File: config.mk
export PLATFORM = sky130hd
export DESIGN_NAME = multicycleCpu
export DESIGN_NICKNAME = d
export VERILOG_FILES = /design/src/common/cpuPkg.sv /design/src/common/ctrlPkg.sv /design/src/control/controlUnit.sv /design/src/datapath/regFile.sv /design/src/datapath/datapath.sv /design/src/multicycleCpu.sv
export SDC_FILE = /design/constraint.sdc
export NUM_CORES = 1
export LEC_CHECK = 0
export BUFFER_PORTS_ARGS = -buffer_cell sky130_fd_sc_hd__buf_4
export CAP_MARGIN = 0
export CORE_MARGIN = 10
export CORE_UTILIZATION = 60
export DETAILED_ROUTE_END_ITERATION = 10
export PLACE_DENSITY_LB_ADDON = 0.2
export SYNTH_ARGS = -nofsm -noshare
export SYNTH_HDL_FRONTEND = slang
export SYNTH_SLANG_ARGS = --single-unit
File: constraint.sdc
create_clock -name CLK -period 11.44 [get_ports CLK]
set_input_delay 2.288 -clock CLK [delete_from_list [all_inputs] [get_ports CLK]]
set_output_delay 2.288 -clock CLK [all_outputs]
set_load 0.01 [all_outputs]
File: src/common/cpuPkg.sv
package cpuPkg;

    // machine word, also the address width
    localparam int dataWidth = 16;

    // register file geometry
    localparam int regCount = 16;
    localparam int regAddrWidth = 4;

    // instruction field positions
    localparam int opcodeLsb = 12;
    localparam int opcodeWidth = 4;
    localparam int rdLsb = 8;
    localparam int rsLsb = 4;
    localparam int rtLsb = 0;

    // immediate fields sit at the bottom of the word
    localparam int imm4Width = 4;
    localparam int imm8Width = 8;

    // opcodes that are implemented; any other value is skipped
    typedef enum logic [3:0] {
        opAdd  = 4'd0,
        opSgt  = 4'd1,
        opSub  = 4'd2,
        opSeq  = 4'd3,
        opJalr = 4'd4,
        opLui  = 4'd5,
        opJal  = 4'd6,
        opAddi = 4'd8,
        opLw   = 4'd9,
        opSw   = 4'd10,
        opBne  = 4'd11,
        opLli  = 4'd15
    } opcodeT;

endpackage

File: src/common/ctrlPkg.sv
package ctrlPkg;

    // one state per cycle of an instruction
    typedef enum logic [4:0] {
        stFetch, stDecode,
        stAluAdd, stAluSub, stWrAlu, stWrSgt, stWrSeq,
        stJump, stJal, stJalr, stWrJump,
        stMemAddr, stLwRead, stLwWrite, stAddiWrite, stSwWrite,
        stBne, stLui, stLli, stImmWrite
    } ctrlStateT;

    // ALU operand A
    typedef enum logic [1:0] {
        srcAPc   = 2'd0,
        srcARegA = 2'd1,
        srcARegB = 2'd2,
        srcAZero = 2'd3
    } aluSrcAT;

    // ALU operand B; zero passes PC through unchanged
    typedef enum logic [1:0] {
        srcBReg  = 2'd0,
        srcBOne  = 2'd1,
        srcBImm  = 2'd2,
        srcBZero = 2'd3
    } aluSrcBT;

    typedef enum logic [1:0] {
        immSext4  = 2'd0,
        immSext8  = 2'd1,
        immUpper8 = 2'd2,
        immZext8  = 2'd3
    } immFmtT;

    // register file write data
    typedef enum logic [1:0] {
        wbAluOut  = 2'd0,
        wbMdr     = 2'd1,
        wbGreater = 2'd2,
        wbEqual   = 2'd3
    } wbSrcT;

    // next PC
    typedef enum logic [1:0] {
        pcAluResult = 2'd0,
        pcAluOut    = 2'd1,
        pcRegA      = 2'd2
    } pcSrcT;

endpackage

File: src/control/controlUnit.sv
`timescale 1ns/100ps

module controlUnit (
    input  logic             CLK,
    input  logic             Reset,
    input  cpuPkg::opcodeT   opcode,
    output logic             pcWrite,
    output logic             pcWriteCond,
    output logic             iorD,
    output logic             irWrite,
    output logic             memRead,
    output logic             memWrite,
    output logic             memFetch,
    output logic             regWrite,
    output logic             aluSub,
    output logic             regBSel,
    output ctrlPkg::aluSrcAT aluSrcA,
    output ctrlPkg::aluSrcBT aluSrcB,
    output ctrlPkg::immFmtT  immFmt,
    output ctrlPkg::wbSrcT   wbSrc,
    output ctrlPkg::pcSrcT   pcSrc
);

    import cpuPkg::*;
    import ctrlPkg::*;

    ctrlStateT state;
    ctrlStateT nextState;

    always_ff @(posedge CLK or posedge Reset)
    begin
        if (Reset)
            state <= stFetch;
        else
            state <= nextState;
    end

    // SW, BNE and LLI need rd on read port B
    assign regBSel = (opcode == opSw) || (opcode == opBne) || (opcode == opLli);

    always_comb
    begin
        nextState = stFetch;
        case (state)
            stFetch:
                nextState = stDecode;
            stDecode:
            begin
                case (opcode)
                    opAdd:                nextState = stAluAdd;
                    opSgt, opSub, opSeq:  nextState = stAluSub;
                    opJal, opJalr:        nextState = stJump;
                    opAddi, opLw, opSw:   nextState = stMemAddr;
                    opBne:                nextState = stBne;
                    opLui:                nextState = stLui;
                    opLli:                nextState = stLli;
                    default:              nextState = stFetch;
                endcase
            end
            stAluAdd:
                nextState = stWrAlu;
            stAluSub:
            begin
                case (opcode)
                    opSgt:   nextState = stWrSgt;
                    opSeq:   nextState = stWrSeq;
                    opSub:   nextState = stWrAlu;
                    default: nextState = stFetch;
                endcase
            end
            stJump:
            begin
                case (opcode)
                    opJal:   nextState = stJal;
                    opJalr:  nextState = stJalr;
                    default: nextState = stFetch;
                endcase
            end
            stMemAddr:
            begin
                case (opcode)
                    opAddi:  nextState = stAddiWrite;
                    opLw:    nextState = stLwRead;
                    opSw:    nextState = stSwWrite;
                    default: nextState = stFetch;
                endcase
            end
            stLwRead:
                nextState = stLwWrite;
            stLui, stLli:
                nextState = stImmWrite;
            // write-back states, BNE and stWrJump all end here
            default:
                nextState = stFetch;
        endcase
    end

    always_comb
    begin
        pcWrite     = 1'b0;
        pcWriteCond = 1'b0;
        iorD        = 1'b0;
        irWrite     = 1'b0;
        memRead     = 1'b0;
        memWrite    = 1'b0;
        memFetch    = 1'b0;
        regWrite    = 1'b0;
        aluSub      = 1'b0;
        aluSrcA     = srcAPc;
        aluSrcB     = srcBReg;
        immFmt      = immSext4;
        wbSrc       = wbAluOut;
        pcSrc       = pcAluResult;

        case (state)
            stFetch:
            begin
                memFetch = 1'b1;
                memRead  = 1'b1;
                aluSrcB  = srcBOne;
                // PC and IR hold while Reset is high
                irWrite  = !Reset;
                pcWrite  = !Reset;
            end
            stDecode:
            begin
                // branch target into ALUOut, needed only by BNE
                aluSrcB = srcBImm;
            end
            stAluAdd:
            begin
                aluSrcA = srcARegA;
            end
            stAluSub:
            begin
                aluSrcA = srcARegA;
                aluSub  = 1'b1;
            end
            stWrAlu, stAddiWrite, stImmWrite:
            begin
                regWrite = 1'b1;
            end
            stWrSgt:
            begin
                // flags come straight from A and B
                aluSrcA  = srcARegA;
                aluSub   = 1'b1;
                wbSrc    = wbGreater;
                regWrite = 1'b1;
            end
            stWrSeq:
            begin
                aluSrcA  = srcARegA;
                aluSub   = 1'b1;
                wbSrc    = wbEqual;
                regWrite = 1'b1;
            end
            stJump:
            begin
                // return address, PC already points past the jump
                aluSrcB = srcBZero;
            end
            stJal:
            begin
                aluSrcB  = srcBImm;
                immFmt   = immSext8;
                pcWrite  = 1'b1;
                regWrite = 1'b1;
            end
            stJalr:
            begin
                pcSrc    = pcRegA;
                pcWrite  = 1'b1;
                regWrite = 1'b1;
            end
            stMemAddr:
            begin
                aluSrcA = srcARegA;
                aluSrcB = srcBImm;
            end
            stLwRead:
            begin
                iorD    = 1'b1;
                memRead = 1'b1;
            end
            stLwWrite:
            begin
                wbSrc    = wbMdr;
                regWrite = 1'b1;
            end
            stSwWrite:
            begin
                iorD     = 1'b1;
                memWrite = 1'b1;
            end
            stBne:
            begin
                aluSrcA     = srcARegA;
                aluSub      = 1'b1;
                pcSrc       = pcAluOut;
                pcWriteCond = 1'b1;
            end
            stLui:
            begin
                aluSrcA = srcAZero;
                aluSrcB = srcBImm;
                immFmt  = immUpper8;
            end
            stLli:
            begin
                // old rd arrives on port B
                aluSrcA = srcARegB;
                aluSrcB = srcBImm;
                immFmt  = immZext8;
            end
            default:
            begin
            end
        endcase
    end

endmodule

File: src/datapath/regFile.sv
`timescale 1ns/100ps

module regFile (
    input  logic                            CLK,
    input  logic                            Reset,
    input  logic [cpuPkg::regAddrWidth-1:0] readAddrA,
    input  logic [cpuPkg::regAddrWidth-1:0] readAddrB,
    input  logic [cpuPkg::regAddrWidth-1:0] writeAddr,
    input  logic [cpuPkg::dataWidth-1:0]    writeData,
    input  logic                            writeEnable,
    output logic [cpuPkg::dataWidth-1:0]    readDataA,
    output logic [cpuPkg::dataWidth-1:0]    readDataB
);

    import cpuPkg::*;

    logic [dataWidth-1:0] regs [regCount];

    always_ff @(posedge CLK or posedge Reset)
    begin
        if (Reset)
        begin
            for (int i = 0; i < regCount; i++)
                regs[i] <= '0;
        end
        else if (writeEnable)
        begin
            regs[writeAddr] <= writeData;
        end
    end

    // R0 is hardwired to zero on both read ports
    assign readDataA = (readAddrA == '0) ? '0 : regs[readAddrA];
    assign readDataB = (readAddrB == '0) ? '0 : regs[readAddrB];

endmodule

File: src/datapath/datapath.sv
`timescale 1ns/100ps

module datapath #(
    parameter logic [cpuPkg::dataWidth-1:0] resetVector = '0
) (
    input  logic                         CLK,
    input  logic                         Reset,
    input  logic                         pcWrite,
    input  logic                         pcWriteCond,
    input  logic                         iorD,
    input  logic                         irWrite,
    input  logic                         regWrite,
    input  logic                         aluSub,
    input  logic                         regBSel,
    input  ctrlPkg::aluSrcAT             aluSrcA,
    input  ctrlPkg::aluSrcBT             aluSrcB,
    input  ctrlPkg::immFmtT              immFmt,
    input  ctrlPkg::wbSrcT               wbSrc,
    input  ctrlPkg::pcSrcT               pcSrc,
    input  logic [cpuPkg::dataWidth-1:0] memRData,
    output cpuPkg::opcodeT               opcode,
    output logic [cpuPkg::dataWidth-1:0] memAddr,
    output logic [cpuPkg::dataWidth-1:0] memWData
);

    import cpuPkg::*;
    import ctrlPkg::*;

    logic [dataWidth-1:0] pc;
    logic [dataWidth-1:0] ir;
    logic [dataWidth-1:0] mdr;
    logic [dataWidth-1:0] regA;
    logic [dataWidth-1:0] regB;
    logic [dataWidth-1:0] aluOut;

    logic [dataWidth-1:0] readDataA;
    logic [dataWidth-1:0] readDataB;
    logic [dataWidth-1:0] writeData;
    logic [regAddrWidth-1:0] readAddrB;

    logic [dataWidth-1:0] imm;
    logic [dataWidth-1:0] opA;
    logic [dataWidth-1:0] opB;
    logic [dataWidth-1:0] aluResult;
    logic aluGreater;
    logic aluEqual;
    logic [dataWidth-1:0] pcNext;
    logic pcLoad;

    // PC and IR hold the architectural position
    always_ff @(posedge CLK or posedge Reset)
    begin
        if (Reset)
        begin
            pc <= resetVector;
            ir <= '0;
        end
        else
        begin
            if (pcLoad)
                pc <= pcNext;
            if (irWrite)
                ir <= memRData;
        end
    end

    // temporaries load every cycle
    always_ff @(posedge CLK)
    begin
        mdr    <= memRData;
        regA   <= readDataA;
        regB   <= readDataB;
        aluOut <= aluResult;
    end

    assign opcode = opcodeT'(ir[opcodeLsb +: opcodeWidth]);
    assign readAddrB = regBSel ? ir[rdLsb +: regAddrWidth] : ir[rtLsb +: regAddrWidth];

    regFile u_regFile (
        .CLK         (CLK),
        .Reset       (Reset),
        .readAddrA   (ir[rsLsb +: regAddrWidth]),
        .readAddrB   (readAddrB),
        .writeAddr   (ir[rdLsb +: regAddrWidth]),
        .writeData   (writeData),
        .writeEnable (regWrite),
        .readDataA   (readDataA),
        .readDataB   (readDataB)
    );

    always_comb
    begin
        case (immFmt)
            immSext4:
                imm = {{(dataWidth-imm4Width){ir[imm4Width-1]}}, ir[imm4Width-1:0]};
            immSext8:
                imm = {{(dataWidth-imm8Width){ir[imm8Width-1]}}, ir[imm8Width-1:0]};
            immUpper8:
                imm = {ir[imm8Width-1:0], {(dataWidth-imm8Width){1'b0}}};
            default:
                imm = {{(dataWidth-imm8Width){1'b0}}, ir[imm8Width-1:0]};
        endcase
    end

    always_comb
    begin
        case (aluSrcA)
            srcAPc:   opA = pc;
            srcARegA: opA = regA;
            srcARegB: opA = regB;
            default:  opA = '0;
        endcase

        case (aluSrcB)
            srcBReg: opB = regB;
            srcBOne: opB = dataWidth'(1);
            srcBImm: opB = imm;
            default: opB = '0;
        endcase
    end

    // add/subtract with compare flags on the same operands
    assign aluResult  = aluSub ? (opA - opB) : (opA + opB);
    assign aluGreater = $signed(opA) > $signed(opB);
    assign aluEqual   = (opA == opB);

    always_comb
    begin
        case (wbSrc)
            wbAluOut:  writeData = aluOut;
            wbMdr:     writeData = mdr;
            wbGreater: writeData = dataWidth'(aluGreater);
            default:   writeData = dataWidth'(aluEqual);
        endcase

        case (pcSrc)
            pcAluOut: pcNext = aluOut;
            pcRegA:   pcNext = regA;
            default:  pcNext = aluResult;
        endcase
    end

    // BNE takes the branch when the operands differ
    assign pcLoad = pcWrite || (pcWriteCond && !aluEqual);

    assign memAddr  = iorD ? aluOut : pc;
    assign memWData = regB;

endmodule

File: src/multicycleCpu.sv
`timescale 1ns/100ps

module multicycleCpu #(
    parameter logic [cpuPkg::dataWidth-1:0] resetVector = '0
) (
    input  logic                         CLK,
    input  logic                         Reset,
    input  logic [cpuPkg::dataWidth-1:0] memRData,
    output logic [cpuPkg::dataWidth-1:0] memAddr,
    output logic [cpuPkg::dataWidth-1:0] memWData,
    output logic                         memRead,
    output logic                         memWrite,
    output logic                         memFetch
);

    import cpuPkg::*;
    import ctrlPkg::*;

    // control to datapath
    logic pcWrite;
    logic pcWriteCond;
    logic iorD;
    logic irWrite;
    logic regWrite;
    logic aluSub;
    logic regBSel;
    aluSrcAT aluSrcA;
    aluSrcBT aluSrcB;
    immFmtT immFmt;
    wbSrcT wbSrc;
    pcSrcT pcSrc;

    // datapath to control
    opcodeT opcode;

    controlUnit u_controlUnit (
        .CLK         (CLK),
        .Reset       (Reset),
        .opcode      (opcode),
        .pcWrite     (pcWrite),
        .pcWriteCond (pcWriteCond),
        .iorD        (iorD),
        .irWrite     (irWrite),
        .memRead     (memRead),
        .memWrite    (memWrite),
        .memFetch    (memFetch),
        .regWrite    (regWrite),
        .aluSub      (aluSub),
        .regBSel     (regBSel),
        .aluSrcA     (aluSrcA),
        .aluSrcB     (aluSrcB),
        .immFmt      (immFmt),
        .wbSrc       (wbSrc),
        .pcSrc       (pcSrc)
    );

    datapath #(
        .resetVector (resetVector)
    ) u_datapath (
        .CLK         (CLK),
        .Reset       (Reset),
        .pcWrite     (pcWrite),
        .pcWriteCond (pcWriteCond),
        .iorD        (iorD),
        .irWrite     (irWrite),
        .regWrite    (regWrite),
        .aluSub      (aluSub),
        .regBSel     (regBSel),
        .aluSrcA     (aluSrcA),
        .aluSrcB     (aluSrcB),
        .immFmt      (immFmt),
        .wbSrc       (wbSrc),
        .pcSrc       (pcSrc),
        .memRData    (memRData),
        .opcode      (opcode),
        .memAddr     (memAddr),
        .memWData    (memWData)
    );

endmodule

* Word-level counts from Yosys, hierarchy flattened *
Memories as Yosys holds them, arrays and structs flattened.
Index checks and enable logic that the tools add are counted.

storage, ports and cells
  bits in registers = 357
  memory bits (read-only) = 80
  input bits = 18
  output and inout port bits = 35
  logic and storage cells = 130
  memories kept = 1

memories
  memory            words  width  read ports  clocked after Yosys merged registers in  wr ports  RTL line           source
  (name not given)  16     5      1           0                                        0         controlUnit.sv:49  case (opcode)

cells by class
  add/sub/neg operators = 2
  order comparisons = 5
  equal/unequal tests = 39
  mux-type cells = 35
  bitwise operators = 3
  reduce and logical (&&, ||, !) cells = 22

operators by type and width
  cell                number
  $bwmux 256          1
  $pmux 16 s3         4
  $bmux 16 s4         2
  $mux 16             7
  $demux 16 s4        1
  $pmux 5 s8          1
  $eq 5x4->1 const B  7
  $pmux 16 s2         1
  $pmux 2 s3          4
  $eq 4x4->1 const B  5
  $eq 5x3->1 const B  4
  $eq 5x5->1 const B  4
  $add 16x16->16      1
  $eq 16x16->1        1
  $gt 16x16->1        1
  $sub 16x16->16      1
  $ge 5x5->1 const B  3
  $not 4->5           3
  $pmux 4 s3          1
  $eq 2x1->1 const B  5
  $eq 2x2->1 const B  5
  $eq 5x2->1 const B  2
  $pmux 3 s3          1
  $eq 4x2->1 const B  2
  20 further kinds    39

* Depth between registers and ports, before layout *
Gate-level depths: netlist (run 1).

  depth after elaboration = 9
  gate-level depth with buffers = 20
  depth with buffers taken out = 17

* Hierarchy *
Synthesis (run 1) repeated with hierarchy kept, for this count alone.

unflattened totals
  cells, all modules = 1639
  area total of the unflattened synthesis = 19730.2 um^2

modules (own cells, without submodules)
  module       instances  cells each  area an instance (um^2)  sequential area each (um^2)
  regFile      1          902         13306.5                  6055.8
  datapath     1          618         5621.6                   2082.0
  controlUnit  1          119         802.0                    125.1

* Worst setup path after synthesis (run 1) *
Ideal clock, no wire load.

  path type = flip-flop to output port
  start point = register u_controlUnit.state[0]
  end point = output port memAddr[10] (netlist name)
  data arrival time = 1954 ps
  data required time = 9152 ps
  path slack = 7198 ps
  stages on the path, launching flop included = 7
  path buffers = 2
  cells stage by stage = dfrtp_1 buf_4 nand2b_2 nand2_1 nor3_1 buf_2 mux2_2

between the ends
  word-level cells in the longest chain between the ends = 4
  elaborated cells between the ends (all ways) = 5
  those cells by class = eq/ne: 2; mux: 2; reduce/logical: 1

RTL lines
  what                           RTL line            source
  from (decl)                    controlUnit.sv:27   ctrlStateT state;
  from (signal assigned)         controlUnit.sv:33   state <= stFetch;
  from (signal assigned)         controlUnit.sv:35   state <= nextState;
  $eq 5x4->1                     controlUnit.sv:115  case (state)
  $reduce_or 2->1 (no line) (*)  -
  $mux 1 (*)                     controlUnit.sv:115
  $mux 16 (*)                    datapath.sv:146     assign memAddr = iorD ? aluOut : pc;
  to (decl)                      multicycleCpu.sv:9  output logic [cpuPkg::dataWidth-1:0] memAddr,

Every way passes the cells marked *; elsewhere a longest branch is shown, timed or not.

* Worst setup path after layout (run 1) *
  start point = register u_controlUnit.state[3]
  end point = register u_datapath.pc[12]

between the ends
  word-level cells in the longest chain between the ends = 9
  elaborated cells between the ends (all ways) = 46
  those cells by class = add/sub: 2; eq/ne: 21; mux: 12; reduce/logical: 11

RTL lines
  what                                                    RTL line        source
  branches (longest 9 deep; another with $add 16x16->16)  -
  to (signal assigned)                                    datapath.sv:55  pc <= resetVector;
  to (signal assigned)                                    datapath.sv:61  pc <= pcNext;
  to (decl)                                               datapath.sv:29  logic [dataWidth-1:0] pc;

Parallel ways; which one is timed is not known.
A chain may end at the register's enable or synchronous reset.

==> flow_summary.toml, run 1 <==
[status]
outcome = "finished, final reports clean"

[route]
drtAntennaViolNets = 0
routed_wl_um = 61200
vias = 15900
firstDrtPassIters = 6
drtIter0Drc = 1653
drc_errors = 0
vias_per_cell = 6.81
wire_per_inst_um = 26.2

[placed_design]
gp_congestion = 0.995
portBuffers = 52
place_ws_ns = 6.18
postPlaceCellArea_mm2 = 0.0199
dp_hpwl_um = 39400

[finish]
final_util = 0.673
final_nets = 1957
final_design_area_no_fill_mm2 = 0.0213
final_common_cell = "nand2_1"
final_cell_mix = "320 x nand2_1, 291 x dfrtp_1, 172 x o21ai_0"
antenna_cells = 0
drive_gt1_frac = 0.195
syn2layout_area_growth_pct = 10.2

[cts]
post-cts-setup-buffers = 0
clk_latency_ns = 0.55
clk_pin_slew_ns = 0.06
hold_buffers = 0
cts_sinks = 357
numCtsBuffers = 39
cts_root_buf = "clkbuf_16"
cts_tree = "yes"
cts_max_level = 2
cts_max_path_buffers = 3
ctsResizeCount = 0

[setup_path]
rr_worst_depth = 15
critPathRequiredTime_ns = 11.85
worstPathArrival_ns = 5.97
start_kind = "register"
crit_type = "reg -> reg"
cp_max_fo = 26
rr_startpoint = "u_controlUnit.state[3]$_DFF_PP0_"
r2r_end = "u_datapath.pc[12]$_DFFE_PP0P_"
critPathCaptureType = "register"
rrSetupSlack_ns = 5.88

[worst_hold_path]
whs_endpoint = "u_datapath.u_regFile.regs[248]$_DFFE_PP0P_"
min_from = "u_datapath.u_regFile.regs[248]$_DFFE_PP0P_"
holdCritPathClass = "reg -> reg"
holdPathStages = 2

[timing]
holdWs_ns = 0.482
slew_viol_final = 0
finalCritPeriodShare = 0.486
skew_ns = 0.0307
tns_ns = 0
finalSetupViolCount = 0
rsz0062_at_grt = "false"
min_period_ns = 5.56
postLayoutSetupSlackWorst_ns = 5.88
slew_headroom = 0.0834
tightest_slew_ns = 1.37
hold_violations = 0
max_freq_ghz = 0.180

[synth]
synth_flop_cell = "dfrtp_1"
ys_warn_count = 0
synth-seq-cells = 357
synth_edf_count = 0
synth_area_mm2 = 0.0193
syn_nets = 1972
post_synth.cell_area_avg_um2 = 10.1
seq_area_frac_synth = 0.446
synth-async-reset-ratio = 0.821
synth_cell_types = 85
postSynthCellCount = 1918

[global_routing]
grt.total_usage = 0.310
grt_max_degree = 132
grt_pass1_wl_um = 93700
grt_pass1_vias = 15500
antenna_found_initial = 1
globalRouteOverflowTotal = 0

[floorplanning]
initial_utilization = 0.611
rows = 65
die-area_mm2 = 0.0398
core_area_mm2 = 0.0316
die_x_um = 199
die_h_um = 199
io_pins = 53

[power_and_ir_drop]
ir_worst_vdd_v = 0.000257
p_per_area_mw_per_mm2 = 383
power_leakage_nw = 8.97

[flow_run]
drv_cap = 0
[critical path, cell delays in order (launching register included)]
cell and delay [ns]:
dfrtp_1 0.61, clkinv_1 0.40, nand2_1 0.37, nor2_2 0.08
buf_4 0.23, nor2_1 0.73, nand2_1 0.11, a21oi_1 0.22
ha_1 0.37, nor2b_1 0.10, o311ai_0 0.94, a31oi_1 0.23
a2111oi_0 0.52, a311o_1 0.20, xnor2_1 0.17, o22ai_1 0.13
[sequential cells by signal (all words and copies together), names as in the netlist]
register and count:
u_datapath.memWData 16, u_datapath.mdr 16, u_datapath.u_regFile.regs 256, u_controlUnit.state 5
u_datapath.pc 16, u_datapath.aluOut 16, u_datapath.regA 16, u_datapath.ir 16
[how the worst max path moves through the flow]
stage,from,to
3_5_place_dp,u_controlUnit.state[3]$_DFF_PP0_,u_datapath.pc[12]$_DFFE_PP0P_
2_1_floorplan,Reset,u_controlUnit.state[0]$_DFF_PP0_
4_1_cts,u_controlUnit.state[3]$_DFF_PP0_,u_datapath.pc[12]$_DFFE_PP0P_
5_1_grt,u_controlUnit.state[2]$_DFF_PP0_,u_datapath.pc[12]$_DFFE_PP0P_
6_report,u_controlUnit.state[3]$_DFF_PP0_,u_datapath.pc[12]$_DFFE_PP0P_
3_3_place_gp,u_controlUnit.state[3]$_DFF_PP0_,u_datapath.pc[12]$_DFFE_PP0P_
[synth_stat cells (10+ instances only)]
library cell | n | area, um2
ha_1 | 34 | 425
a21oi_1 | 160 | 801
buf_4 | 12 | 90.1
a2111oi_2 | 10 | 150
mux4_2 | 111 | 2500
nand3_1 | 19 | 95.1
mux2_2 | 48 | 541
a22oi_1 | 58 | 435
dfxtp_1 | 64 | 1280
nand2_1 | 320 | 1200
a21o_1 | 16 | 120
o21ai_0 | 172 | 861
buf_2 | 24 | 120
o21ai_1 | 35 | 175
nand2b_1 | 16 | 100
xnor2_1 | 14 | 123
a22o_1 | 13 | 114
inv_1 | 20 | 75.1
nor2_1 | 139 | 522
a31oi_1 | 16 | 100
nor2b_1 | 25 | 156
nor3_1 | 18 | 90.1
dfrtp_1 | 293 | 7330
clkbuf_1 | 110 | 413
o31ai_1 | 11 | 82.6
[cells by family after synthesis]
| logic type | share of synthesized area |
|---|---|
| mux | 0.165 |
| simple gates | 0.134 |
| flops | 0.446 |
| buf+inv | 0.0427 |
| compound gates | 0.181 |
| fa+ha+maj | 0.0241 |
| xor+xnor | 0.00771 |
[routing by layer]
metal / vias up / wire [um] / share of wire / global-route usage
met5: - / 17 / 0.00028 / 0
met4: 2 / 3200 / 0.052 / 0.157
met3: 202 / 6240 / 0.10 / 0.0638
met2: 904 / 27900 / 0.46 / 0.474
met1: 7852 / 23900 / 0.39 / 0.412
li1: 6951 / - / - / -
[area by class of cell]
| type | instances | area (um2) |
|---|---|---|
| fill | 2428 | 10300 |
| multi-input combinational | 1379 | 9950 |
| sequential | 357 | 8620 |
| clock buffer | 56 | 1150 |
| timing repair buffer | 103 | 773 |
| tap | 402 | 503 |
| clock inverter | 16 | 201 |
| inverter | 23 | 93.8 |
[power breakdown]
group / internal (mW) / switching (mW)
Sequential: 1.77 / 0.531
Combinational: 1.85 / 2.68
Clock: 0.793 / 0.530
[metrics by stage]
stage,power [mW],std cells
after floorplan,5.43,1918
after global placement,6.64,2264
after detailed placement,6.72,2264
after CTS,8.07,2336
after global routing,8.61,2336
final,8.16,2336
(Power assumes the default switching activity.)
==> run 2, diff against run 1 <==
- CORE_UTILIZATION: 60 -> 57
- clock period: 11.44 -> 4.9 ns (I/O delays scaled with it)
==> run 2 against run 1 <==
Net effect: highest routed layer is now met4; core utilization down 3.0 points; global-route usage fell by 2.2 points; clock skew is 0.0027 ns lower.
==> flow_summary.toml, run 2 (synthesized netlist as in run 1, its figures left out) <==
[placed_design]
postPlaceCellArea_mm2 = 0.0202
portBuffers = 52
dp_hpwl_um = 40400
gp_congestion = 0.984

[finish]
seq_area_mm2 = 0.00862
top_register = "u_datapath.u_regFile.regs"
final_common_cell = "nand2_1"
syn2layout_area_growth_pct = 11.5
multi_input_area_mm2 = 0.00996
final_design_area_no_fill_mm2 = 0.0215
final_cell_mix = "320 x nand2_1, 291 x dfrtp_1, 171 x o21ai_0"
antenna_cells = 0
final_nets = 1988
final_util = 0.643
n_fill_cell = 2705
drive_gt1_frac = 0.208
largest_register_ffs = 256

[timing]
hold_violations = 0
finalSetupViolCount = 0
min_period_ns = 4.57
tightest_slew_ns = 1.24
rsz0062_at_grt = "false"
max_freq_ghz = 0.219
tns_ns = 0
finalCritPeriodShare = 0.933
slew_viol_final = 0
slew_headroom = 0.175
skew_ns = 0.0280

[global_routing]
grt_pass1_vias = 15500
globalRouteOverflowTotal = 0
grt.total_usage = 0.288
grt_pass1_wl_um = 92800
grt_max_degree = 120
antenna_found_initial = 0

[route]
dr_wl_met2_um = 27800
drtIter0Drc = 1854
firstDrtPassIters = 9
wl_met1_um = 23600
vias_per_cell = 6.59
wl_met3_um = 5700
drtAntennaViolNets = 0
top_layer = "met4"
vias = 15900
drc_errors = 0
wire_per_inst_um = 25.1
routed_wl_um = 60400

[setup_path]
slowest_stage = "or4_1"
rr_startpoint = "u_controlUnit.state[4]$_DFF_PP0_"
cp-startpoint = "u_controlUnit.state[4]$_DFF_PP0_"
start_kind = "register"
r2r_end = "u_datapath.pc[6]$_DFFE_PP0P_"
crit_cells = 16
rrSetupSlack_ns = 0.33
path_buf_inv = 2
worstPathArrival_ns = 4.99
rr_worst_depth = 16
critical_path.cell_chain = "buf_4 > nand3_1 > o21ai_1 > a211oi_1 > nand2b_1 > a21o_1 > a22oi_1 > ha_1 > and3_1 > nand4_1 > or4_1 > a21o_1 > buf_4 > nor2_1 > nor2_1 > a31o_1"
max_stage_delay_ns = 0.58
crit_type = "reg -> reg"
critPathRequiredTime_ns = 5.32
critPathCaptureType = "register"
cp_top_family = "simple AND/OR/NAND/NOR gates"
worstSetupEndpoint = "u_datapath.pc[6]$_DFFE_PP0P_"
cp_max_fo = 14

[cts]
cts_sinks = 357
cts_max_level = 2
post-cts-setup-buffers = 0
numCtsBuffers = 39
cts_max_path_buffers = 3
clk_pin_slew_ns = 0.06
cts_root_buf = "clkbuf_16"
cts_tree = "yes"
ctsResizeCount = 0
clk_latency_ns = 0.55
hold_buffers = 0

[floorplanning]
io_pins = 53
die_h_um = 204
die-area_mm2 = 0.0417
initial_utilization = 0.576
core_area_mm2 = 0.0335
rows = 67
die_x_um = 204

[worst_hold_path]
holdCritPathClass = "in -> async"

[flow_run]
drv_cap = 0

[status]
outcome = "finished, final reports clean"
[run 2: cell types whose count changed in the layout (fill, tap and decap cells not counted), sizes merged]
cell,delta
buf,+31
bufinv,-3
clkinv,+2
clkinvlp,-2
clkbuf,+1
inv,-1
[run 2: how the worst min path moves through the flow]
stage | start | end | slack [ns]
6_report | Reset | u_datapath.pc[14]$_DFFE_PP0P_ | 0.47
4_1_cts | Reset | u_datapath.pc[14]$_DFFE_PP0P_ | 0.46
5_1_grt | Reset | u_datapath.pc[14]$_DFFE_PP0P_ | 0.48
2_1_floorplan | u_datapath.u_regFile.regs[241]$_DFFE_PP0P_ | u_datapath.u_regFile.regs[241]$_DFFE_PP0P_ | 0.45
3_3_place_gp | u_datapath.u_regFile.regs[251]$_DFFE_PP0P_ | u_datapath.u_regFile.regs[251]$_DFFE_PP0P_ | 0.46
3_5_place_dp | u_datapath.u_regFile.regs[243]$_DFFE_PP0P_ | u_datapath.u_regFile.regs[243]$_DFFE_PP0P_ | 0.47
[run 2: area by class of cell]
cell class | count | share of cell area
multi-input combinational | 1379 | 0.462
sequential | 357 | 0.400
clock buffer | 57 | 0.0546
timing repair buffer | 134 | 0.0478
tap | 448 | 0.0260
clock inverter | 12 | 0.00517
inverter | 23 | 0.00418
[run 2: through the flow]
stage | hold slack (ns) | worst slack, ns | std cells
after floorplan | 0.445 | 0.0309 | 1918
after global placement | 0.458 | 0.387 | 2340
after detailed placement | 0.470 | 0.321 | 2340
after CTS | 0.460 | 0.283 | 2409
after global routing | 0.477 | 0.0633 | 2410
final | 0.469 | 0.328 | 2410
[run 2: per-layer routing]
layer,up-vias,GRT usage
met3,217,0.0640
met2,923,0.448
met4,0,0.148
met5,-,0
met1,7741,0.373
li1,7004,-
Power of run 2 is not shown: default switching activity piles up to over one toggle a cycle in this logic, so the estimate is an artifact.
